`config.mk`:
```
export PLATFORM = sky130hd
export DESIGN_NAME = dmem_lane_decode_flat
export DESIGN_NICKNAME = d
export VERILOG_FILES = /design/src/rtl/mem_cfg_pkg.sv /design/src/rtl/mem_access_pkg.sv /design/src/rtl/dmem_stage_if.sv /design/src/rtl/dmem_lane_decode.sv /design/src/flat_wrapper.sv
export SDC_FILE = /design/constraint.sdc
export NUM_CORES = 1
export LEC_CHECK = 0
export BUFFER_PORTS_ARGS = -buffer_cell sky130_fd_sc_hd__buf_2
export CAP_MARGIN = 10
export CORE_UTILIZATION = 35
export DETAILED_ROUTE_END_ITERATION = 12
export HOLD_SLACK_MARGIN = 0.12
export MAX_ROUTING_LAYER = met4
export PLACE_DENSITY = 0.63
export SYNTH_ARGS = -nofsm -noshare
export SYNTH_HDL_FRONTEND = slang
export SYNTH_SLANG_ARGS = --single-unit
```
`constraint.sdc`:
```
create_clock -name clk -period 1.9 [get_ports clk]
set_input_delay 0.285 -clock clk [delete_from_list [all_inputs] [get_ports clk]]
set_output_delay 0.285 -clock clk [all_outputs]
set_load 0.05 [all_outputs]
```
`src/rtl/mem_cfg_pkg.sv`:
```
// Geometry of the data memory: address and word widths, bank depth and
// the types built from them. Modules refer to these by scoped name.
`default_nettype none

package mem_cfg_pkg;

	localparam int ADDR_W   = 10;                // Byte address
	localparam int DATA_W   = 32;                // Full data word
	localparam int LANE_W   = 8;                 // One byte bank
	localparam int LANES    = DATA_W / LANE_W;   // Byte banks per word
	localparam int OFFSET_W = $clog2(LANES);     // Byte inside a word
	localparam int INDEX_W  = ADDR_W - OFFSET_W; // Word address
	localparam int DEPTH    = 1 << INDEX_W;      // Words per bank

	// Byte address as seen on the request port
	typedef logic [ADDR_W-1:0] addr_t;

	typedef logic [DATA_W-1:0] data_t;

	// Word index into the banks
	typedef logic [INDEX_W-1:0] index_t;

	typedef logic [OFFSET_W-1:0] offset_t;

	// Contents of one bank location
	typedef logic [LANE_W-1:0] lane_t;

endpackage

`default_nettype wire

```
`src/rtl/mem_access_pkg.sv`:
```
// Encoding of load and store access sizes and the per-lane write enable
// used between the pipeline stages of the data memory.
`default_nettype none

package mem_access_pkg;

	// Access width as requested by the core
	// A code of 3 is not defined and is handled as a word access
	typedef enum logic [1:0]
	{
		size_byte = 2'd0,
		size_half = 2'd1,
		size_word = 2'd2
	} access_size_e;

	// One write strobe per byte bank, bit 0 is the lowest byte
	typedef logic [mem_cfg_pkg::LANES-1:0] byte_en_t;

endpackage

`default_nettype wire

```
`src/rtl/dmem_stage_if.sv`:
```
// Stage links of the data memory pipeline. dmem_lane_if carries a decoded
// request into the banks, dmem_word_if carries a read word to the aligner.
// Each stage drives through src and receives through dst.
`timescale 1ns/1ps
`default_nettype none

interface dmem_lane_if;

	logic                         valid;      // One-cycle strobe
	logic                         write;      // Store when high
	mem_cfg_pkg::index_t          index;
	mem_access_pkg::byte_en_t     byte_en;    // Zero for loads and bad stores
	mem_cfg_pkg::data_t           wdata;      // Already on its lanes
	mem_access_pkg::access_size_e size;
	mem_cfg_pkg::offset_t         offset;
	logic                         misaligned;

	modport src (
		output valid, write, index, byte_en, wdata, size, offset, misaligned
	);

	modport dst (
		input valid, write, index, byte_en, wdata, size, offset, misaligned
	);

endinterface


`default_nettype wire

```
`src/rtl/dmem_lane_decode.sv`:
```
// First pipeline stage of the data memory. Splits the address, checks
// alignment against the access size and builds byte enables and lane-placed
// store data, all registered onto the lane link.
`timescale 1ns/1ps
`default_nettype none

module dmem_lane_decode (
	input  logic                         clk,
	input  logic                         rst,
	input  logic                         req,
	input  logic                         we,
	input  mem_access_pkg::access_size_e size,
	input  mem_cfg_pkg::addr_t           addr,
	input  mem_cfg_pkg::data_t           wdata,
	dmem_lane_if.src                     lane
);

	mem_cfg_pkg::index_t                index;
	mem_cfg_pkg::offset_t               offset;
	logic [mem_cfg_pkg::OFFSET_W+2:0]   shift;       // Offset in bits
	logic                               misaligned;
	mem_access_pkg::byte_en_t           byte_en;
	mem_cfg_pkg::data_t                 wdata_lanes;

	always_comb
	begin
		index  = addr[mem_cfg_pkg::ADDR_W-1:mem_cfg_pkg::OFFSET_W];
		offset = addr[mem_cfg_pkg::OFFSET_W-1:0];
		shift  = {offset, 3'b000};

		case (size)
			mem_access_pkg::size_byte:
			begin
				misaligned  = 1'b0;
				byte_en     = mem_access_pkg::byte_en_t'(1'b1) << offset;
				wdata_lanes = mem_cfg_pkg::data_t'(wdata[mem_cfg_pkg::LANE_W-1:0]) << shift;
			end
			mem_access_pkg::size_half:
			begin
				misaligned  = offset[0];                  // Odd byte address
				byte_en     = mem_access_pkg::byte_en_t'(2'b11) << offset;
				wdata_lanes = mem_cfg_pkg::data_t'(wdata[2*mem_cfg_pkg::LANE_W-1:0]) << shift;
			end
			default:
			begin
				misaligned  = |offset;                    // Word must start at lane 0
				byte_en     = '1;
				wdata_lanes = wdata;
			end
		endcase

		// Loads and misaligned stores leave every bank untouched
		if (!we || misaligned)
			byte_en = '0;
	end

	always_ff @(posedge clk)
	begin
		if (rst)
			lane.valid <= 1'b0;
		else
			lane.valid <= req;
	end

	always_ff @(posedge clk)
	begin
		lane.write      <= we;
		lane.index      <= index;
		lane.byte_en    <= byte_en;
		lane.wdata      <= wdata_lanes;
		lane.size       <= size;
		lane.offset     <= offset;
		lane.misaligned <= misaligned;
	end

endmodule

`default_nettype wire

```
`src/flat_wrapper.sv`:
```
// flat-port wrapper written by rule: the top's interface ports become plain ports
module dmem_lane_decode_flat 
  (clk, rst, req, we, size, addr, wdata, lane_valid, lane_write, lane_index, lane_byte_en, lane_wdata, lane_size, lane_offset, lane_misaligned);
  dmem_lane_if lane_i ();
  input  logic clk;
  input  logic rst;
  input  logic req;
  input  logic we;
  input  mem_access_pkg::access_size_e size;
  input  mem_cfg_pkg::addr_t addr;
  input  mem_cfg_pkg::data_t wdata;
  output wire logic [$bits(lane_i.valid)-1:0] lane_valid;
  output wire logic [$bits(lane_i.write)-1:0] lane_write;
  output wire logic [$bits(lane_i.index)-1:0] lane_index;
  output wire logic [$bits(lane_i.byte_en)-1:0] lane_byte_en;
  output wire logic [$bits(lane_i.wdata)-1:0] lane_wdata;
  output wire logic [$bits(lane_i.size)-1:0] lane_size;
  output wire logic [$bits(lane_i.offset)-1:0] lane_offset;
  output wire logic [$bits(lane_i.misaligned)-1:0] lane_misaligned;
  assign lane_valid = lane_i.valid;
  assign lane_write = lane_i.write;
  assign lane_index = lane_i.index;
  assign lane_byte_en = lane_i.byte_en;
  assign lane_wdata = lane_i.wdata;
  assign lane_size = lane_i.size;
  assign lane_offset = lane_i.offset;
  assign lane_misaligned = lane_i.misaligned;
  dmem_lane_decode u_core (.clk(clk), .rst(rst), .req(req), .we(we), .size(size), .addr(addr), .wdata(wdata), .lane(lane_i));
endmodule
```
==> results of run 1 <==
==> report_power, final <==
part / switching (mW) / internal, mW / leakage, nW / total, mW
sequential: 0.0178 / 1.14 / 0.428 / 1.16
combinational: 0.386 / 0.162 / 0.715 / 0.547
clock: 0.318 / 0.286 / 0.0470 / 0.604
==> per-layer routing <==
metal,track usage [%],up-vias,part of all wire [%]
met5,-,-,0
li1,-,758,-
met4,6.318,0,1.0
met3,3.867,5,8.0
met1,20.84,681,46
met2,28.66,74,45
==> cell type report <==
type | count | area [µm²] | area share (%)
flip-flops and latches | 51 | 1021 | 41.36
multi-input cells | 93 | 675.6 | 27.37
repair buffers | 110 | 600.6 | 24.33
well taps | 67 | 83.83 | 3.396
clock buffers | 6 | 82.58 | 3.345
clock inverters | 1 | 5.005 | 0.2027
==> sequential cells by signal, summed over array words and instances (netlist names) <==
| name | cells |
|---|---|
| u_core.lane.wdata | 32 |
| u_core.lane.index | 8 |
| u_core.lane.byte_en | 4 |
| u_core.lane.offset | 2 |
| u_core.lane.size | 2 |
| u_core.lane.misaligned | 1 |
| u_core.lane.valid | 1 |
| u_core.lane.write | 1 |
==> worst min path at each step <==
stage	cells past startpoint	slack, ns	endpoint
floorplan	0	0.31	u_core.lane.index[0]
global placement	1	0.39	u_core.lane.index[2]
detailed placement	1	0.39	u_core.lane.index[5]
CTS	2	0.14	u_core.lane.valid
global route	2	0.14	u_core.lane.valid
finish	2	0.14	u_core.lane.valid
==> what timing repair did <==
action,CTS,global route
hold buffers,8,0
setup endpoints to repair,0,0
setup buffers,0,0
hold endpoints to repair,8,0
gates resized for setup,0,0
==> cell usage in the layout, fill, tap and decap left out, types with 4 or more instances in the layout <==
| cell type | instances |
|---|---|
| a221o_1 | 16 |
| and2_1 | 25 |
| buf_2 | 98 |
| buf_4 | 4 |
| clkbuf_8 | 6 |
| dfxtp_1 | 51 |
| dlygate4sd3_1 | 8 |
| nand2_1 | 7 |
| nand2b_1 | 16 |
| o221ai_1 | 7 |
==> kinds of logic (layout without fill, tap and decap cells) <==
family / Yosys count / in the layout / share of synthesized area, %
compound gates: 29 / 29 / 14.75
xor+xnor: 2 / 2 / 0.9980
buf+inv: 11 / 117 / 3.350
flops: 51 / 51 / 58.16
mux: 1 / 1 / 0.5702
simple gates: 61 / 61 / 22.17
==> run metrics, run 1 <==
relative slew slack=61.76%; Initial Util=36.68%; Clock H-tree levels=2; top post-synthesis cells by count=dfxtp_1 (51), and2_1 (25), a221o_1 (16), nand2b_1 (16); minimum clock period=1.168 ns; main flop type after synthesis=dfxtp_1; CP max-delay cell=dfxtp_1; post-synth top area cell=dfxtp_1; initial antenna violation count=0; post-synthesis cell area=1755 µm²; sequential area share after synthesis=58.16%; Yosys warning count=0; outcome=finished clean; Max Clk Rate=856.2 MHz; Clock transition at path regs=0.08 ns; Die Y=72.82 µm; num rows=25; Finished Layout Cells=328; cells after synthesis=155; Setup crit end=lane_wdata[8]; global-route wire length before repair=6755 µm; area grow syn2layout=40.63%; Total GRT Usage=17.39%; Crit. End Element=output pin; fin crit share=61.47%; count leader, synth=dfxtp_1; top-area cell type share of the netlist area=58.16%; CP Launch Point=u_core.lane.wdata[8]; share of cells above drive strength 1=42.15%; Final Core Density=51.58%; fin area=2469 µm²; final WL=4452 µm; Largest stage delay, worst path=0.33 ns; core area=4786 µm²; hold_ws=0.1445 ns; worst hold-check path type=input pin to flip-flop; RD Place Congestion=0.6725; WL per Instance=13.57 µm; pre-CTS setup slack=0.4896 ns; synth top area cells=dfxtp_1 (58%), a221o_1 (9.1%), and2_1 (8.9%); clock root cell=clkbuf_8; hold wc startpoint=rst; PortBufs=98; Data arrival, critical path=0.88 ns; PwrDens=936.2 nW/µm²; Placed Area=2301 µm²; final setup vio count=0; cell chain of the critical path=buf_2; fin worst setup slack=0.7320 ns; Crit path buffers/inverters=1; register bit count reported by yosys=51; DRC viols=0; Fin. Hold Viols=0; worst path required time=1.62 ns; setup TNS=0 ns; Netlist cell types=26; top cell family by delay on the critical path=flip-flops; Initial DRC Count=68; full die area=5303 µm²; DRT Pass-1 Iters=4; EDFF count, synth=0; via count=1,518; Avg Cell Area, Syn=11.33 µm²; worst vdd ir=0.0004411 V; vias in the first global route=1,420; WP depth=1; nets=309; Detail Placement HPWL=3142 µm; Die Wd=72.82 µm; Layout fillers=444; CP max FO=1; CP Launch Type=flip-flop; Synth async-reset ratio=0%; clock buffer depth=2; DR vias/cell=4.628; Final Max Tran Viols=0; CTS sink cnt=51; largest net degree at the start of global routing=25; I/O Pins=99; crit path kind=flip-flop to output pin; pin slew with the least headroom to its limit=0.5710 ns; total congestion overflow=0; Detail Route Antenna Nets=0; Max-cap violations=0; Net Count, Synth=203; Final Power=2.311 mW; placed insts=313; antenna cells=0; TritonCTS Buffers=5; TritonCTS clock tree=done; Leakage=1.190 nW; RSZ-0062 raised after global routing=false
(Power assumes the default switching activity.)
==> run 2, diff against run 1 <==
==> constraint.sdc (replaced) <==
create_clock -name clk -period 1.1 [get_ports clk]
set_input_delay 0.165 -clock clk [delete_from_list [all_inputs] [get_ports clk]]
set_output_delay 0.165 -clock clk [all_outputs]
set_load 0.05 [all_outputs]
==> run 2 against run 1 <==
  * Combinational power grew 81%
  * Clock power grew 120%
  * Routed wire length grew 6.6%
  * Setup slack lost 0.70 ns
  * Sequential share of layout area shrank 2.2 points
  * Total power grew 87%
  * Global-route usage grew 1.8 points
  * Sequential cell count is the same
  * Count of clock-buffer cells in the layout is the same
  * Non-clock buffer count grew 8
  * Sequential power grew 72%
  * Design area grew 5.6%
  * Largest cell class unchanged
==> run metrics, run 2 (same netlist as run 1, synthesis figures left out) <==
placed insts=314 (+0.32%); register area=1021 µm² (unchanged); PortBufs=98 (unchanged); Crit. End Element=output pin; fin worst setup slack=0.02994 ns (-0.7021 ns); DRC viols=0 (unchanged); max reg flops=32 (unchanged); TritonCTS clock tree=done; Leakage=1.248 nW (+4.9%); outcome=finished clean; Finished Layout Cells=337 (+2.7%); TritonCTS Buffers=5 (unchanged); CP Launch Type=flip-flop; worst hold-check path type=input pin to flip-flop; Setup crit end=lane_wdata[9]; Clock H-tree levels=2 (unchanged); initial antenna violation count=0 (unchanged); vias in the first global route=1,509 (+6.3%); commonest non-fill, non-tap cells in the layout=buf_2 (96), dfxtp_1 (51), and2_1 (25); Data arrival, critical path=0.91 ns (+0.03 ns); antenna cells=0 (unchanged); PwrDens=1656 nW/µm² (+77%); CP max-delay cell=dfxtp_1; Top reg by flops=u_core.lane.wdata; Clock transition at path regs=0.09 ns (about the same); crit path kind=flip-flop to output pin; num rows=25 (unchanged); RD Place Congestion=0.6854 (+1.9%); Fin. Hold Viols=0 (unchanged); RSZ-0062 raised after global routing=false; CP max FO=1 (unchanged); Largest stage delay, worst path=0.34 ns (about the same); final WL=4746 µm (+6.6%); Initial DRC Count=68 (unchanged); top cell family by delay on the critical path=flip-flops; total congestion overflow=0 (unchanged); DR vias/cell=4.754 (+2.7%); Crit path buffers/inverters=1 (unchanged); via count=1,602 (+5.5%); pre-CTS setup slack=-0.3304 ns (-0.8200 ns); relative slew slack=63.67% (+1.9 points); pin slew with the least headroom to its limit=0.5442 ns (-0.02686 ns); largest net degree at the start of global routing=26 (+4.0%); worst path required time=0.94 ns (-0.68 ns); cell chain of the critical path=buf_2; Final Max Tran Viols=0 (unchanged); hold wc startpoint=wdata[2]; global-route wire length before repair=7403 µm (+9.6%); Max-cap violations=0 (unchanged); CTS sink cnt=51 (unchanged); WL per Instance=14.08 µm (+3.8%); WP depth=1 (unchanged); Detail Placement HPWL=3234 µm (+2.9%); CP Launch Point=u_core.lane.wdata[9]; core area=4786 µm² (unchanged); Max Clk Rate=934.5 MHz; I/O Pins=99 (unchanged); fin crit share=97.28%; Post-CTS Setup Bufs=0 (unchanged); nets=317 (+2.6%); clock buffer depth=2 (unchanged); final setup vio count=0 (unchanged); Layout fillers=450 (+1.4%); commonest non-fill, non-tap cell in the layout=buf_2; Die Wd=72.82 µm (unchanged); clock root cell=clkbuf_8; Initial Util=36.68% (unchanged); Multi-input gate area=700.7 µm² (+3.7%); area grow syn2layout=48.47%; Top Registers=u_core.lane.wdata x32, u_core.lane.index x8, u_core.lane.byte_en x4; worst vdd ir=0.0006493 V (+47%); minimum clock period=1.070 ns; full die area=5303 µm² (unchanged); Detail Route Antenna Nets=0 (unchanged); Total GRT Usage=19.23% (+1.8 points); DRT Pass-1 Iters=4 (unchanged); share of cells above drive strength 1=42.59% (+0.45 points); Die Y=72.82 µm (unchanged)
-- run 2: power breakdown --
| part | internal [mW] | switching, mW | total, mW | leakage (nW) |
|---|---|---|---|---|
| sequential | 1.97 | 0.0299 | 2.00 | 0.428 |
| clock | 0.736 | 0.586 | 1.32 | 0.0612 |
| combinational | 0.307 | 0.683 | 0.990 | 0.759 |
| total | 3.02 | 1.30 | 4.32 | 1.25 |
-- run 2: repair_timing --
item / CTS / global route
endpoints found under the hold margin: 16 / 0
hold buffers: 15 / 0
setup endpoints to repair: 5 / 18
pin swaps: 0 / 0
gates resized for setup: 2 / 4
-- run 2: layout make-up --
cell class,count,area share [%]
clock buffers,6,3.169
clock inverters,2,1.344
multi-input cells,93,26.88
flip-flops and latches,51,39.17
well taps,67,3.217
repair buffers,118,26.21
-- run 2: routing by layer --
| metal | global-route usage (%) | part of all wire (%) | up-vias |
|---|---|---|---|
| li1 | - | - | 776 |
| met1 | 22.72 | 43 | 749 |
| met2 | 31.98 | 48 | 72 |
| met3 | 5.525 | 8.0 | 5 |
| met4 | 5.229 | 1.0 | 0 |
| met5 | - | 0 | - |
-- run 2: how the worst min path moves through the flow --
stage                            end  depth (start not counted)
2_1_floorplan   u_core.lane.index[0]                          0
3_3_place_gp    u_core.lane.index[3]                          1
3_5_place_dp    u_core.lane.index[7]                          1
4_1_cts        u_core.lane.wdata[12]                          3
5_1_grt         u_core.lane.wdata[7]                          2
6_report        u_core.lane.wdata[2]                          2
-- run 2: through the flow --
stage | total power [mW] | util [%] | area [µm²] | hold WS (ns) | setup TNS (ns)
5_1_grt | 4.524 | 54.46 | 2606 | 0.1221 | 0
6_report | 4.316 | 54.46 | 2606 | 0.1302 | 0
3_5_place_dp | 2.985 | 48.37 | 2315 | 0.2693 | -7.068
2_1_floorplan | 2.699 | - | 1755 | 0.1927 | 0
3_3_place_gp | 2.978 | 48.24 | 2308 | 0.2678 | -10.44
4_1_cts | 4.370 | 54.27 | 2597 | 0.1232 | 0
==> run 3, diff against run 2 <==
--- a/config.mk
+++ b/config.mk
@@ -7,6 +7,7 @@
 export LEC_CHECK = 0
 export BUFFER_PORTS_ARGS = -buffer_cell sky130_fd_sc_hd__buf_2
 export CAP_MARGIN = 10
+export CORE_MARGIN = 4
 export CORE_UTILIZATION = 35
 export DETAILED_ROUTE_END_ITERATION = 12
 export HOLD_SLACK_MARGIN = 0.12
==> run 3 against run 2 <==
  * Global-route usage is 3.1 points lower
  * Sequential share of layout area is 0.55 points higher
  * Total power is 7.7% lower
  * Via count is 0.69% lower
  * Cell count stayed put
  * Combinational power is 0.4% lower
  * Sequential cell count stayed put
  * Design area is 1.4% lower
  * Sequential power hardly changed
  * Critical endpoint is now lane_wdata[14]
==> run metrics, run 3 (same netlist as run 1, synthesis figures left out) <==
Total GRT Usage=16.09% (-3.1 points); setup TNS=0 ns (unchanged); relative slew slack=63.42% (-0.25 points); sequential share of power=50.4% (+4.0 points); Post-CTS Setup Bufs=0 (unchanged); CP Launch Type=flip-flop; worst hold-check path type=input pin to flip-flop; Fin. Hold Viols=0 (unchanged); final WL=4861 µm (+2.4%); TritonCTS Buffers=5 (unchanged); Final Max Tran Viols=0 (unchanged); crit path kind=flip-flop to output pin; area grow syn2layout=46.40%; part of the power in the clock network=24.9% (-5.7 points); worst path required time=0.94 ns (about the same); sw frac=31.52% (+1.4 points); switching power=1.255 mW (-3.4%); Largest stage delay, worst path=0.35 ns (about the same); PortBufs=98 (unchanged); total congestion overflow=0 (unchanged); Top reg by flops=u_core.lane.wdata; via count=1,591 (-0.69%); fin area=2570 µm² (-1.4%); clock buffer depth=2 (unchanged); outcome=finished clean; antenna cells=0 (unchanged); Max-cap violations=0 (unchanged); Crit. End Element=output pin; Int Power=2.727 mW (-9.6%); Detail Placement HPWL=3426 µm (+5.9%); full die area=6213 µm² (+17%); Initial DRC Count=93 (+37%); Data arrival, critical path=0.90 ns (about the same); top cell family by delay on the critical path=flip-flops; pin slew with the least headroom to its limit=0.5479 ns (+0.003769 ns); Detail Route Antenna Nets=0 (unchanged); DRC viols=0 (unchanged); TritonCTS clock tree=done; Die Y=78.82 µm (+8.2%); share of cells above drive strength 1=41.85% (-0.74 points); Max Clk Rate=937.4 MHz (+0.30%); CP max FO=1 (unchanged); WL per Instance=14.42 µm (+2.4%); Comb pwr share=24.8% (+1.9 points); num rows=25 (unchanged); DRT Pass-1 Iters=4 (unchanged); global-route wire length before repair=7569 µm (+2.2%); Initial Util=36.68% (unchanged); largest net degree at the start of global routing=26 (unchanged); fin worst setup slack=0.03318 ns (+0.003234 ns); Crit path buffers/inverters=1 (unchanged); CP max-delay cell=dfxtp_1; PwrDens=1550 nW/µm² (-6.4%); DR vias/cell=4.721 (-0.69%); vias in the first global route=1,516 (+0.46%); max reg flops=32 (unchanged); Clock H-tree levels=2 (unchanged); I/O Pins=99 (unchanged); CTS sink cnt=51 (unchanged); commonest non-fill, non-tap cells in the layout=buf_2 (96), dfxtp_1 (51), and2_1 (25); commonest non-fill, non-tap cell in the layout=buf_2; Die Wd=78.82 µm (+8.2%); RD Place Congestion=0.7158 (+4.4%); Top Registers=u_core.lane.wdata x32, u_core.lane.index x8, u_core.lane.byte_en x4; RSZ-0062 raised after global routing=false; Placed Area=2315 µm² (unchanged); fin crit share=96.98% (-0.29 points); cell chain of the critical path=buf_2; clock root cell=clkbuf_8; pre-CTS setup slack=-0.3437 ns (-0.01334 ns); minimum clock period=1.067 ns (-0.003234 ns); initial antenna violation count=0 (unchanged); nets=317 (unchanged); Leakage=1.229 nW (-1.5%); core area=4786 µm² (unchanged); worst vdd ir=0.0006839 V (+5.3%); Clock transition at path regs=0.08 ns (about the same); final setup vio count=0 (unchanged)
[run 3: cell count changes in the layout (fill, tap and decap cells not counted), sizes merged]
cell	before	now
bufinv	1	0
clkbuf	8	9
[run 3: per-layer routing]
layer	GRT usage [%]	share of wire, %	vias up
li1	-	-	777
met1	19.93	43	728
met2	25.72	46	82
met3	4.989	10	4
met4	4.124	0.82	0
met5	-	0	-
[run 3: power groups by stage]
stage / Sequential [mW] / Combinational (mW) / Clock [mW]
floorplan: 2.51 / 0.192 / 0
global placement: 2.05 / 0.929 / 0
detailed placement: 2.05 / 0.936 / 0
CTS: 2.01 / 0.985 / 1.04
global route: 2.02 / 1.04 / 1.11
finish: 2.01 / 0.986 / 0.991
[run 3: timing repair]
action                                 CTS  global route
gates resized for setup                  2             4
hold buffers                            15             0
cloned                                   0             0
endpoints found under the hold margin   14             0
pin swaps                                0             0
setup endpoints to repair                8            10
[run 3: final cells by class]
cell class,instances,area [µm²]
clock buffer,7,76.32
clock inverter,1,5.005
fill,436,2216
multi-input combinational,93,700.7
sequential,51,1021
tap,67,83.83
timing repair buffer,118,683.2
[run 3: final timing paths]
kind	from	slack (ns)	endpoint	cells after the start
setup / recovery	u_core.lane.wdata[14]	0.03	lane_wdata[14]	1
hold / removal	wdata[3]	0.13	u_core.lane.wdata[3]	2
[run 3: per-stage QoR]
stage | std cells | power, mW | util [%] | hold WS, ns
after CTS | 337 | 4.033 | 53.46 | 0.1234
after detailed placement | 314 | 2.985 | 48.37 | 0.2692
after global routing | 337 | 4.177 | 53.70 | 0.1322
after global placement | 314 | 2.978 | 48.24 | 0.2670
final | 337 | 3.982 | 53.70 | 0.1273
after floorplan | 155 | 2.699 | - | 0.1927
