`config.mk`:
```
export PLATFORM = sky130hd
export DESIGN_NAME = dmem_load_align_flat
export DESIGN_NICKNAME = d
export VERILOG_FILES = /design/src/rtl/mem_cfg_pkg.sv /design/src/rtl/mem_access_pkg.sv /design/src/rtl/dmem_stage_if.sv /design/src/rtl/dmem_load_align.sv /design/src/flat_wrapper.sv
export SDC_FILE = /design/constraint.sdc
export NUM_CORES = 1
export LEC_CHECK = 0
export BUFFER_PORTS_ARGS = -buffer_cell sky130_fd_sc_hd__buf_2
export CAP_MARGIN = 20
export CORE_AREA = 8 8 52 85
export CTS_BUF_LIST = sky130_fd_sc_hd__clkbuf_4 sky130_fd_sc_hd__clkbuf_8 sky130_fd_sc_hd__clkbuf_16
export CTS_CLUSTER_SIZE = 40
export DETAILED_ROUTE_END_ITERATION = 12
export DIE_AREA = 0 0 60 93
export PLACE_DENSITY = 0.75
export SLEW_MARGIN = 25
export SYNTH_ARGS = -nofsm -noshare
export SYNTH_HDL_FRONTEND = slang
export SYNTH_SLANG_ARGS = --single-unit
```
`constraint.sdc`:
```
create_clock -name clk -period 0.95 [get_ports clk]
set_input_delay 0.0475 -clock clk [delete_from_list [all_inputs] [get_ports clk]]
set_output_delay 0.0475 -clock clk [all_outputs]
set_load 0.1 [all_outputs]
```
`src/rtl/mem_cfg_pkg.sv`:
```
// Geometry of the data memory: address and word widths, bank depth and
// the types built from them. Modules refer to these by scoped name.
`default_nettype none

package mem_cfg_pkg;

	localparam int ADDR_W   = 10;                // Byte address
	localparam int DATA_W   = 32;                // Full data word
	localparam int LANE_W   = 8;                 // One byte bank
	localparam int LANES    = DATA_W / LANE_W;   // Byte banks per word
	localparam int OFFSET_W = $clog2(LANES);     // Byte inside a word
	localparam int INDEX_W  = ADDR_W - OFFSET_W; // Word address
	localparam int DEPTH    = 1 << INDEX_W;      // Words per bank

	// Byte address as seen on the request port
	typedef logic [ADDR_W-1:0] addr_t;

	typedef logic [DATA_W-1:0] data_t;

	// Word index into the banks
	typedef logic [INDEX_W-1:0] index_t;

	typedef logic [OFFSET_W-1:0] offset_t;

	// Contents of one bank location
	typedef logic [LANE_W-1:0] lane_t;

endpackage

`default_nettype wire

```
`src/rtl/mem_access_pkg.sv`:
```
// Encoding of load and store access sizes and the per-lane write enable
// used between the pipeline stages of the data memory.
`default_nettype none

package mem_access_pkg;

	// Access width as requested by the core
	// A code of 3 is not defined and is handled as a word access
	typedef enum logic [1:0]
	{
		size_byte = 2'd0,
		size_half = 2'd1,
		size_word = 2'd2
	} access_size_e;

	// One write strobe per byte bank, bit 0 is the lowest byte
	typedef logic [mem_cfg_pkg::LANES-1:0] byte_en_t;

endpackage

`default_nettype wire

```
`src/rtl/dmem_stage_if.sv`:
```
// Stage links of the data memory pipeline. dmem_lane_if carries a decoded
// request into the banks, dmem_word_if carries a read word to the aligner.
// Each stage drives through src and receives through dst.
`timescale 1ns/1ps
`default_nettype none


interface dmem_word_if;

	logic                         valid;      // Loads only
	mem_cfg_pkg::data_t           rdata;      // Whole word at the index
	mem_access_pkg::access_size_e size;
	mem_cfg_pkg::offset_t         offset;
	logic                         misaligned;

	modport src (
		output valid, rdata, size, offset, misaligned
	);

	modport dst (
		input valid, rdata, size, offset, misaligned
	);

endinterface

`default_nettype wire

```
`src/rtl/dmem_load_align.sv`:
```
// Last pipeline stage of the data memory. Picks the addressed byte, half
// or word out of the read word, zero-extends it and registers the load
// response. Misaligned loads answer zero with err set.
`timescale 1ns/1ps
`default_nettype none

module dmem_load_align (
	input  logic               clk,
	input  logic               rst,
	dmem_word_if.dst           word,
	output logic               rvalid,
	output logic               err,
	output mem_cfg_pkg::data_t rdata
);

	mem_cfg_pkg::data_t load_data;

	always_comb
	begin
		case (word.size)
			mem_access_pkg::size_byte:
			begin
				case (word.offset)
					2'd0:    load_data = mem_cfg_pkg::data_t'(word.rdata[7:0]);
					2'd1:    load_data = mem_cfg_pkg::data_t'(word.rdata[15:8]);
					2'd2:    load_data = mem_cfg_pkg::data_t'(word.rdata[23:16]);
					default: load_data = mem_cfg_pkg::data_t'(word.rdata[31:24]);
				endcase
			end
			mem_access_pkg::size_half:
			begin
				if (word.offset[1])
					load_data = mem_cfg_pkg::data_t'(word.rdata[31:16]); // Upper half
				else
					load_data = mem_cfg_pkg::data_t'(word.rdata[15:0]);
			end
			default:
				load_data = word.rdata;
		endcase
	end

	always_ff @(posedge clk)
	begin
		if (rst)
		begin
			rvalid <= 1'b0;
			err    <= 1'b0;
			rdata  <= '0;
		end
		else
		begin
			rvalid <= word.valid;
			err    <= word.valid && word.misaligned;
			if (word.valid && !word.misaligned)
				rdata <= load_data;
			else
				rdata <= '0;                               // Idle and error cycles
		end
	end

endmodule

`default_nettype wire

```
`src/flat_wrapper.sv`:
```
// flat-port wrapper written by rule: the top's interface ports become plain ports
module dmem_load_align_flat 
  (clk, rst, rvalid, err, rdata, word_valid, word_rdata, word_size, word_offset, word_misaligned);
  dmem_word_if word_i ();
  input  logic clk;
  input  logic rst;
  output logic rvalid;
  output logic err;
  output mem_cfg_pkg::data_t rdata;
  input wire logic [$bits(word_i.valid)-1:0] word_valid;
  input wire logic [$bits(word_i.rdata)-1:0] word_rdata;
  input wire logic [$bits(word_i.size)-1:0] word_size;
  input wire logic [$bits(word_i.offset)-1:0] word_offset;
  input wire logic [$bits(word_i.misaligned)-1:0] word_misaligned;
  assign word_i.valid = word_valid;
  assign word_i.rdata = word_rdata;
  assign word_i.size = word_size;
  assign word_i.offset = word_offset;
  assign word_i.misaligned = word_misaligned;
  dmem_load_align u_core (.clk(clk), .rst(rst), .word(word_i), .rvalid(rvalid), .err(err), .rdata(rdata));
endmodule
```
==> results, run 1 <==
- In the routed layout, each cell is associated on average with a via count of 4.879.
- The smallest setup slack after layout is 0.04214 ns.
- The number of nets in the synthesized netlist is 169.
- The area of the die is 5580 µm².
- The worst path needs 0.9079 ns of the cycle, external delays included.
- The overall fraction of global-route tracks in use is 0.1645.
- Dividing total power by cell area gives a power density of 1301 nW/µm².
- The library cells used most frequently in the layout, excluding fill and tap cells, are 39 x buf_2, 34 x buf_12, 34 x dfxtp_2.
- Yosys mapped a number of flops with a built-in enable equal to 0.
- Summed over all cells, the static leakage comes to 1.113 nW.
- At the end of routability-driven placement, the weighted congestion stood at 0.7307.
- The tightest hold path in the finished design has a slack of 0.009158 ns.
- The type of the most critical hold path is primary input to flip-flop.
- 0 antenna diodes ended up in the layout.
- The worst setup slack before clock tree synthesis is -0.1167 ns.
- The sequential fraction of the synthesis area is 0.5118.
- For this run, the slowest stage of the critical path takes 0.53 ns.
- Buffers placed on the I/O ports in this run total 73.
- The via count of the first global-routing pass is 1434.
- Adding up every negative setup slack in the final design gives 0 ns.
- The max-capacitance violation count is 0.
- The antenna violation net count after detailed routing is 0.
- Compared with the post-synthesis result, the final layout area differs by 93.70%.
- The max-slew violation total from the final report is 0.
- After synthesis the cells add up to 1330 µm².
- For this run, the detailed router's first-pass iteration total came to 4.
- Counting along the longest clock path gives a buffer depth of 2.
- For this run, the number of Yosys warnings is 0.
- The clock input transition at the sequential cells of the worst setup and hold paths is 0.07 ns.
- The met2 track demand over resource is 0.3023.
- The die is 60 µm wide.
- The core box area is 3328 µm².
- The sum of internal, switching and leakage power is 3.351 mW.
- The number of buffer and inverter stages on the critical path is 2.
- The tree built by TritonCTS fans out to 34 sinks.
- Setup repair after global routing left no endpoint under its margin.
- Among all stages on the critical path, the largest delay is contributed by dlygate4sd3_1.
- The commonest non-fill, non-tap cell in the layout is buf_2.
- For the pin with the worst max-slew slack, the measured transition is 0.4846 ns.
- The cell type contributing the most total cell area after synthesis is dfxtp_1.
- After synthesis, the netlist uses 25 different library cells.
- Ranked by total cell area, the synthesized netlist is headed by dfxtp_1 51%, and2_1 8.0%, a22oi_1 7.3%.
- Registers take 723.2 µm².
- In this run, the number of DRC markers left after iteration 0 of detailed routing was 33.
- The routed layout has 1327 vias.
- The routed wirelength normalized by instance count is 16.31 µm.
- The initial utilization of the core area, before any placement, comes to 0.3996.
- The area of the multi-input gates is 603.1 µm².
- The total overflow left after global routing is 0.
- The proportion of layout cells with a drive suffix above 1 is 0.5991.
- The prevailing post-synth register cell is dfxtp_1.
- The final count of hold timing violations is 0.
- Detailed placement ended at an HPWL of 3331 µm.
- In this run the most used layer during global routing was met2.
- The pin count of the biggest net entering global routing is 20.
- The startpoint class of the critical path is a primary input.
- The TritonCTS buffer count is 5.
- Broken down by cell family, the worst path's largest delay share belongs to buffers and inverters.
- From bottom edge to top edge, the die measures 93 µm.
- The async set-or-reset flop fraction in the synthesized netlist is 0.
- IR analysis of the VDD net gives a maximum drop of 0.001115 V.
- The instance count of the mapped netlist is 129.
- The number of antenna violations at the first check in global routing is 0.
- The final clock period utilization by the worst path is 0.9556.
- Measured against its own limit, the worst slew margin works out to 0.6769.
- The mean instance size in the synthesized netlist is 10.31 µm².
- The final net count is 266.
- The global-route wire length before repair is 6927 µm.
- The run finished with clean final reports.
- The number of DRC violations after detailed routing is 0.
- The setup violation total in the final timing report is 0.
- The type of the worst setup path is primary input to flip-flop.
- For the worst setup path, the data required time is 1.12 ns.
- The maximum level of the CTS H-tree is 2.
- CTS placed an instance of clkbuf_8 at the clock tree root.
- Along the worst path, the maximum fanout reaches 2.
- Counting flops and latches in the post-synthesis netlist gives 34.
- The type of destination of the critical path is a flip-flop.
- The global routing usage on met3 is 0.04402.
- 74 I/O pins were placed.
- The row count is 28.
- The area share of the largest cell type after synthesis is 0.5118.
- For met1 alone, demand over resource in global routing was 0.1520.
- The arrival time reported for the critical path endpoint is 1.08 ns.
- Walking the worst path, the cells encountered are dlygate4sd3_1 > buf_2 > and3b_1 > o21ai_0 > a21oi_1.
- Static timing analysis puts the maximum clock frequency at 1101 MHz.
- TritonCTS built the clock tree.
- The total length of routed wires is 4436 µm.
- The total setup buffers inserted after CTS is 0.
- The number of filler instances in the final layout is 203.
cells by family after synthesis:
logic type             Yosys count  synth area share
flip-flops                      34            0.5118
buffers and inverters            8           0.03480
AO/OA/AOI/OAI                   31            0.1515
multiplexers                     8           0.06680
AND/OR/NAND/NOR                 48            0.2352
synthesized netlist by cell type (all sizes together) (2+ instances only):
cell / number
dfxtp: 34
and2: 17
a22oi: 13
nor2b: 10
a21oi: 8
and3b: 7
mux2: 7
nor2: 7
o21ai: 7
buf: 5
clkbuf: 3
a211oi: 2
nand2b: 2
power by group:
part           switching (mW)  total [mW]  internal (mW)
logic                   0.434       0.776          0.341
registers              0.0291        1.50           1.47
clock network           0.498        1.08          0.581
total                   0.961        3.35           2.39
final cells by class:
cell class                 instances  share of cell area
clock buffer                       6             0.03205
clock inverter                     2            0.004857
multi-input combinational         87              0.2341
sequential                        34              0.2807
tap                               45             0.02186
timing repair buffer              98              0.4264
final timing paths:
check                 slack, ns                          end      startpoint  depth (start not counted)
worst min-delay path      0.009  u_core.rdata[19]$_SDFF_PP0_  word_rdata[19]                          2
worst max-delay path       0.04   u_core.rdata[4]$_SDFF_PP0_  word_rdata[20]                          5
metal layers:
layer | vias to the layer above | part of all wire
li1 | 639 | -
met1 | 628 | 0.34
met2 | 47 | 0.57
met3 | 13 | 0.054
met4 | 0 | 0.039
met5 | - | 0
repair_timing:
| action | CTS | global route |
|---|---|---|
| resized for setup | 0 | 3 |
| setup endpoints to repair | 0 | 3 |
| hold buffers | 14 | 0 |
| hold endpoints to repair | 14 | 0 |
per-stage QoR:
step	area [µm²]	utilization	instances
4_1_cts	2576	0.7741	272
6_report	2576	0.7741	272
3_5_place_dp	2341	0.7034	250
5_1_grt	2576	0.7741	272
3_3_place_gp	2341	0.7034	250
2_1_floorplan	1373	-	129
sequential cells by signal, indices dropped and copies added, names as in the netlist:
name           cells
u_core.rvalid      1
u_core.rdata      32
u_core.err         1
No activity file was read; power rests on OpenSTA's default activity.
==> run 2: changes to the inputs <==
--- a/config.mk
+++ b/config.mk
@@ -7,12 +7,14 @@
 export LEC_CHECK = 0
 export BUFFER_PORTS_ARGS = -buffer_cell sky130_fd_sc_hd__buf_2
 export CAP_MARGIN = 20
-export CORE_AREA = 8 8 52 85
+export CELL_PAD_IN_SITES_DETAIL_PLACEMENT = 1
+export CELL_PAD_IN_SITES_GLOBAL_PLACEMENT = 2
+export CORE_AREA = 8 8 66 110
 export CTS_BUF_LIST = sky130_fd_sc_hd__clkbuf_4 sky130_fd_sc_hd__clkbuf_8 sky130_fd_sc_hd__clkbuf_16
 export CTS_CLUSTER_SIZE = 40
 export DETAILED_ROUTE_END_ITERATION = 12
-export DIE_AREA = 0 0 60 93
-export PLACE_DENSITY = 0.75
+export DIE_AREA = 0 0 74 118
+export PLACE_DENSITY_LB_ADDON = 0.1
 export SLEW_MARGIN = 25
 export SYNTH_ARGS = -nofsm -noshare
 export SYNTH_HDL_FRONTEND = slang
==> run 2 against run 1 <==
Net effect: cell count is 13% higher; clock power is 25% higher; count of clock-buffer cells in the layout is 1 higher; power is 8.4% higher; final area is 3.2% higher; worst setup slack better by 0.0071 ns.
==> results, run 2 (synthesized netlist as in run 1, its figures left out) <==
- The analysis attributes to net switching a power of 0.9770 mW.
- The number of antenna diodes in the final layout is 0.
- The part of the total power dissipated in sequential elements is 0.412.
- The final net count is 268.
- The total length of routed wires is 4948 µm.
- The number of buffer and inverter stages on the critical path is 2.
- The TritonCTS buffer count is 5.
- Across the VDD grid, the largest voltage drop is 0.0008214 V.
- For this design the top-level I/O count stands at 74.
- The total congestion overflow after global routing is 0.
- The total setup buffers inserted after CTS is 0.
- The overall fraction of global-route tracks in use is 0.1212.
- u_core.rdata holds more flip-flops than any other register.
- The area added between synthesis and finish is 99.91%.
- In this design, the largest share of critical-path delay is due to buffers and inverters.
- The final count of hold timing violations is 0.
- The share of total power dissipated in the clock network is 0.373.
- Setup repair after global routing left no endpoint under its margin.
- The worst setup path is launched from a primary input.
- Counting every sink on the clock net gives 34.
- The chip width is 74 µm.
- The half-perimeter wire length after detailed placement is 3962 µm.
- The master of the slowest instance on the critical path is dlygate4sd3_1.
- In the layout the commonest cells are 39 x buf_2, 34 x buf_12, 34 x dfxtp_2.
- The die covers 8732 µm².
- The number of DRC violations after detailed routing is 0.
- The overall via count from detail_route is 1320.
- After clock tree synthesis, the clock-pin slew on the worst setup and hold paths is 0.06 ns.
- The final clock period utilization by the worst path is 0.9482.
- The placer congestion estimate is 0.7254.
- The fraction of the core area covered by cells at the end of the flow is 0.4595.
- The die is 118 µm tall.
- The max-slew violation total from the final report is 0.
- For this design the static power due to leakage is 1.133 nW.
- The worst setup path is captured at a flip-flop.
- The pin count of the biggest net entering global routing is 17.
- The type of the worst setup path is primary input to flip-flop.
- The maximum level of the CTS H-tree is 2.
- The clock period could shrink to 0.9008 ns.
- The switching fraction of total power is 0.2689.
- For the worst setup path, the data required time is 1.12 ns.
- The timing-limited maximum frequency is 1110 MHz.
- The initial utilization of the core area, before any placement, comes to 0.2298.
- In this run the clock root is driven by a clkbuf_8.
- Using the TritonRoute via totals, the vias-per-cell ratio works out to 4.300.
- The flip-flop count of the largest register after layout is 32.
- The first-pass iteration count of the detailed router is 4.
- The largest registers in the layout are u_core.rdata: 32 flops, u_core.err: 1 flops, u_core.rvalid: 1 flops.
- The routed wirelength normalized by instance count is 16.12 µm.
- The core box area is 5787 µm².
- In this run the tightest slew margin relative to its limit is 0.6513.
- The internal power consumption is 2.656 mW.
- The via count of the first global-routing pass is 1570.
- The number of placed instances with taps included is 282.
- Setup violations remaining at the end of the flow were counted as 0.
- TritonCTS built the clock tree.
- The row count is 37.
- Of the total power, combinational logic draws 0.216.
- The proportion of layout cells with a drive suffix above 1 is 0.5895.
- The non-filler instance count after layout is 307.
- The number of antenna violations at the first check in global routing is 0.
- For this block, the initial DRC count from the detailed router was 20.
- The max-capacitance violation count is 0.
- The library cell used most frequently in the layout, excluding fill and tap cells, is buf_2.
- The min-delay analysis places its worst path in the category primary input to flip-flop.
- Once detail routing completed, the nets flagged for antenna violations numbered 0.
- The maximum root-to-sink buffer count is 2.
- The total power density per cell area is 1366 nW/µm².
- The critical path goes through dlygate4sd3_1 > buf_2 > and3b_1 > o21ai_1 > a21oi_1.
- For this run, the slowest stage of the critical path takes 0.54 ns.
- The worst hold slack after final layout is 0.006622 ns.
- The first global-routing pass estimated 8017 µm of wire.
- The arrival time reported for the critical path endpoint is 1.07 ns.
- The largest driver fanout on the critical path is 2.
- The transition time at the pin with the least slew margin is 0.5230 ns.
- The flow ran to the end, and the final reports show no timing, DRC or antenna violations.
- During placement, the flow inserted port buffers numbering 73.
[run 2: cell types whose count changed in the layout (fill, tap and decap cells not counted), sizes merged]
cell,change
buf,-1
clkinvlp,-1
clkbuf,+1
bufinv,+1
clkinv,-1
dlygate4sd3,+3
[run 2: final timing paths]
kind	startpoint	end	slack (ns)	cells after the start
worst max-delay path	word_rdata[17]	u_core.rdata[1]$_SDFF_PP0_	0.05	5
worst min-delay path	word_rdata[23]	u_core.rdata[23]$_SDFF_PP0_	0.007	2
[run 2: stage by stage]
stage          worst slack (ns)  area, µm²  TNS, ns  power (mW)
2_1_floorplan            0.1095       1373        0       1.932
3_3_place_gp            -0.1277       2375   -2.382       2.244
3_5_place_dp            -0.1906       2375   -3.986       2.259
4_1_cts                0.009634       2659        0       3.697
5_1_grt                0.004251       2659        0       3.796
6_report                0.04924       2659        0       3.633
[run 2: power by group through the flow]
| stage | combinational [mW] | sequential (mW) | clock (mW) |
|---|---|---|---|
| floorplan | 0.172 | 1.76 | 0 |
| global placement | 0.717 | 1.53 | 0 |
| detailed placement | 0.731 | 1.53 | 0 |
| CTS | 0.788 | 1.50 | 1.41 |
| global route | 0.833 | 1.50 | 1.47 |
| finish | 0.783 | 1.50 | 1.35 |
[run 2: cell type report]
cell class                 instances  area [µm²]
clock buffer                       7       83.83
clock inverter                     1       30.03
fill                             645        3128
multi-input combinational         87       603.1
sequential                        34       723.2
tap                               78       97.59
timing repair buffer             100        1121
[run 2: what timing repair did]
action | in CTS | in global routing
endpoints found under the hold margin | 17 | 0
hold buffers | 17 | 0
resized for setup | 0 | 6
setup endpoints to repair | 0 | 6
[run 2: metal layers]
| layer | up-vias | share of wire | global-route usage |
|---|---|---|---|
| met4 | 0 | 0.016 | 0.04660 |
| met5 | - | 0 | 0 |
| li1 | 647 | - | - |
| met2 | 46 | 0.56 | 0.2223 |
| met1 | 622 | 0.35 | 0.1122 |
| met3 | 5 | 0.075 | 0.04693 |
==> run 3: changes to the inputs <==
--- a/config.mk
+++ b/config.mk
@@ -7,14 +7,15 @@
 export LEC_CHECK = 0
 export BUFFER_PORTS_ARGS = -buffer_cell sky130_fd_sc_hd__buf_2
 export CAP_MARGIN = 20
-export CELL_PAD_IN_SITES_DETAIL_PLACEMENT = 1
+export CELL_PAD_IN_SITES_DETAIL_PLACEMENT = 2
 export CELL_PAD_IN_SITES_GLOBAL_PLACEMENT = 2
-export CORE_AREA = 8 8 66 110
+export CORE_AREA = 8 8 84 86
 export CTS_BUF_LIST = sky130_fd_sc_hd__clkbuf_4 sky130_fd_sc_hd__clkbuf_8 sky130_fd_sc_hd__clkbuf_16
 export CTS_CLUSTER_SIZE = 40
 export DETAILED_ROUTE_END_ITERATION = 12
-export DIE_AREA = 0 0 74 118
+export DIE_AREA = 0 0 92 94
 export PLACE_DENSITY_LB_ADDON = 0.1
+export REMOVE_ABC_BUFFERS = 1
 export SLEW_MARGIN = 25
 export SYNTH_ARGS = -nofsm -noshare
 export SYNTH_HDL_FRONTEND = slang
==> run 3 against run 2 <==
Net effect: sequential cell count stayed put; die area shrank 0.96%; count of clock-buffer cells in the layout is 1 higher; combinational power rose by 2.9%; critical path type unchanged; largest power group unchanged; highest routed layer unchanged.
==> results, run 3 (synthesized netlist as in run 1, its figures left out) <==
- The flow ran to the end, and the final reports show no timing, DRC or antenna violations.
- The most flop-heavy register is u_core.rdata.
- The die covers 8648 µm².
- The die is 94 µm tall.
- The worst hold slack after final layout is 0.01655 ns.
- In the final layout, the registers with the most flip-flops are u_core.rdata: 32 flops, u_core.err: 1 flops, u_core.rvalid: 1 flops.
- The critical path data required time is 1.12 ns.
- The H-tree was split into 2 levels.
- The clock input transition at the sequential cells of the worst setup and hold paths is 0.07 ns.
- VDD sags by at most 0.0006585 V.
- Of the total power, the share spent switching nets is 0.2811.
- The maximum cell stage delay along the critical path is 0.52 ns.
- The commonest non-fill, non-tap cell in the layout is buf_2.
- The initial utilization of the core area, before any placement, comes to 0.2315.
- The type of destination of the critical path is a flip-flop.
- Traced cell by cell, the critical path runs through dlygate4sd3_1 > buf_2 > and3b_1 > o21ai_0 > a21oi_1.
- Dividing the detail-routed wire length by the instance count gives 17.97 µm.
- The timing-limited maximum frequency is 1105 MHz.
- Dividing the detail-routed via count by the number of cells gives 4.408.
- The max-slew violation total from the final report is 0.
- The share of total power dissipated in combinational logic is 0.228.
- The slowest stage of the critical path is the dlygate4sd3_1 cell.
- For this block, the initial DRC count from the detailed router was 26.
- The routed layout has 1349 vias.
- The total length of routed wires is 5499 µm.
- The final count of hold timing violations is 0.
- The logic depth of the worst setup path including buffers is 5.
- The via count of the first global-routing pass was 1701.
- The total negative slack for setup checks is 0 ns.
- Dividing total power by cell area gives a power density of 1343 nW/µm².
- The type of the worst setup path is primary input to flip-flop.
- The path with the worst hold slack has its endpoint at u_core.rdata[24]$_SDFF_PP0_.
- Together, buffers and inverters on the worst path number 2.
- The post-layout instance area is 2639 µm².
- The total congestion overflow after global routing is 0.
- The first-pass iteration count of the detailed router is 3.
- The global-route wire length before repair is 9232 µm.
- The antenna diode count is 0.
- The number of sinks on the clock net is 34.
- During I/O placement, the number of pins put on the boundary was 74.
- The leakage power total is 1.132 nW.
- The share of total power dissipated in sequential elements is 0.420.
- Setup repair after global routing left no endpoint under its margin.
- Of the available clock period, the critical path in the final layout requires 0.9529.
- The design draws 3.543 mW.
- At the pin with the least slew margin, the transition time is 0.6335 ns.
- The total setup buffers inserted after CTS is 0.
- The final net count is 270.
- The worst hold path begins at word_rdata[24].
- Counting instances, the worst hold path has a depth of 2.
- The number of antenna violations at the first check in global routing is 0.
- The flip-flop count of the largest register after layout is 32.
- The cell family contributing the most delay on the critical path is buffers and inverters.
- The largest driver fanout on the critical path is 2.
- Entering global routing, the biggest net connects 19 pins.
- Measured against its own limit, the worst slew margin works out to 0.5768.
- The part of the power in the clock network is 0.352.
- Setup violations remaining at the end of the flow were counted as 0.
- The final critical delay including setup and external delays is 0.9052 ns.
- In this run the core area contains 28 standard-cell rows.
- The count of port buffers added during placement is 73.
- Cell internal power was estimated by the tool at 2.547 mW.
- The placer congestion estimate is 0.7064.
- Detailed placement finished with a half-perimeter wire length of 4316 µm.
- The filler cells instantiated in the layout total 627.
- STA classifies the critical path startpoint as a primary input.
- In this run, CTS created clock tree buffers numbering 5.
- The net switching component of the power is 0.9960 mW.
- For this run, design rule violations remaining after detail routing come to 0.
- The area added between synthesis and finish is 98.40%.
- The chip width is 92 µm.
- Counting along the longest clock path gives a buffer depth of 2.
- The cell area after placement is 2364 µm².
- The arrival time reported for the critical path endpoint is 1.07 ns.
- TritonCTS built the clock tree.
- The root buffer selected by CTS is clkbuf_8.
- The total area inside the core boundary comes to 5746 µm².
- The library cells used most frequently in the layout, excluding fill and tap cells, are 39 x buf_2, 35 x buf_12, 33 x dfxtp_1.
- The count of nets left with antenna violations once routing finished came out at 0.
- The min-delay analysis places its worst path in the category primary input to flip-flop.
- In the final layout, the share of cells above drive strength 1 is 0.4589.
- For this run, the total global-route usage over all layers was measured as 0.1377.
- Max-cap violations in this run came to 0.
-- run 3: layout make-up --
cell class | instances | area (µm²) | area share
clock buffers | 8 | 110.1 | 0.04173
flip-flops and latches | 34 | 681.9 | 0.2584
repair buffers | 102 | 1146 | 0.4343
multi-input cells | 87 | 606.8 | 0.2300
well taps | 75 | 93.84 | 0.03556
-- run 3: repair_timing --
item | 4_1_cts | 5_1_grt
hold endpoints to repair | 16 | 0
hold buffers | 16 | 0
gates resized for setup | 0 | 5
endpoints found under the setup margin | 0 | 4
-- run 3: worst max-delay path by stage --
stage	start	slack [ns]	end
4_1_cts	word_rdata[18]	0.009	u_core.rdata[2]$_SDFF_PP0_
6_report	word_rdata[17]	0.04	u_core.rdata[1]$_SDFF_PP0_
2_1_floorplan	u_core.err$_SDFF_PP0_	-0.006	err
5_1_grt	word_rdata[18]	0.01	u_core.rdata[2]$_SDFF_PP0_
3_5_place_dp	word_size[1]	-0.16	u_core.rdata[0]$_SDFF_PP0_
3_3_place_gp	word_size[1]	-0.11	u_core.rdata[0]$_SDFF_PP0_
-- run 3: metal layers --
metal / up-vias / GRT usage / wire [µm]
met5: - / 0 / 0
met4: 0 / 0.04564 / 68
met3: 6 / 0.05835 / 459
met2: 50 / 0.2557 / 2962
met1: 646 / 0.1344 / 2009
li1: 647 / - / -
-- run 3: per-stage QoR --
stage / util / worst slack (ns) / instances
after floorplan: - / -0.006480 / 121
after global placement: 0.4114 / -0.1078 / 282
after detailed placement: 0.4114 / -0.1626 / 282
after CTS: 0.4584 / 0.008655 / 306
after global routing: 0.4593 / 0.009989 / 306
final: 0.4593 / 0.04477 / 306
-- run 3: power groups by stage --
stage | Sequential, mW | Combinational (mW) | Clock [mW]
floorplan | 1.75 | 0.143 | 0
global placement | 1.52 | 0.731 | 0
detailed placement | 1.52 | 0.757 | 0
CTS | 1.49 | 0.812 | 1.29
global route | 1.49 | 0.860 | 1.35
finish | 1.49 | 0.806 | 1.25
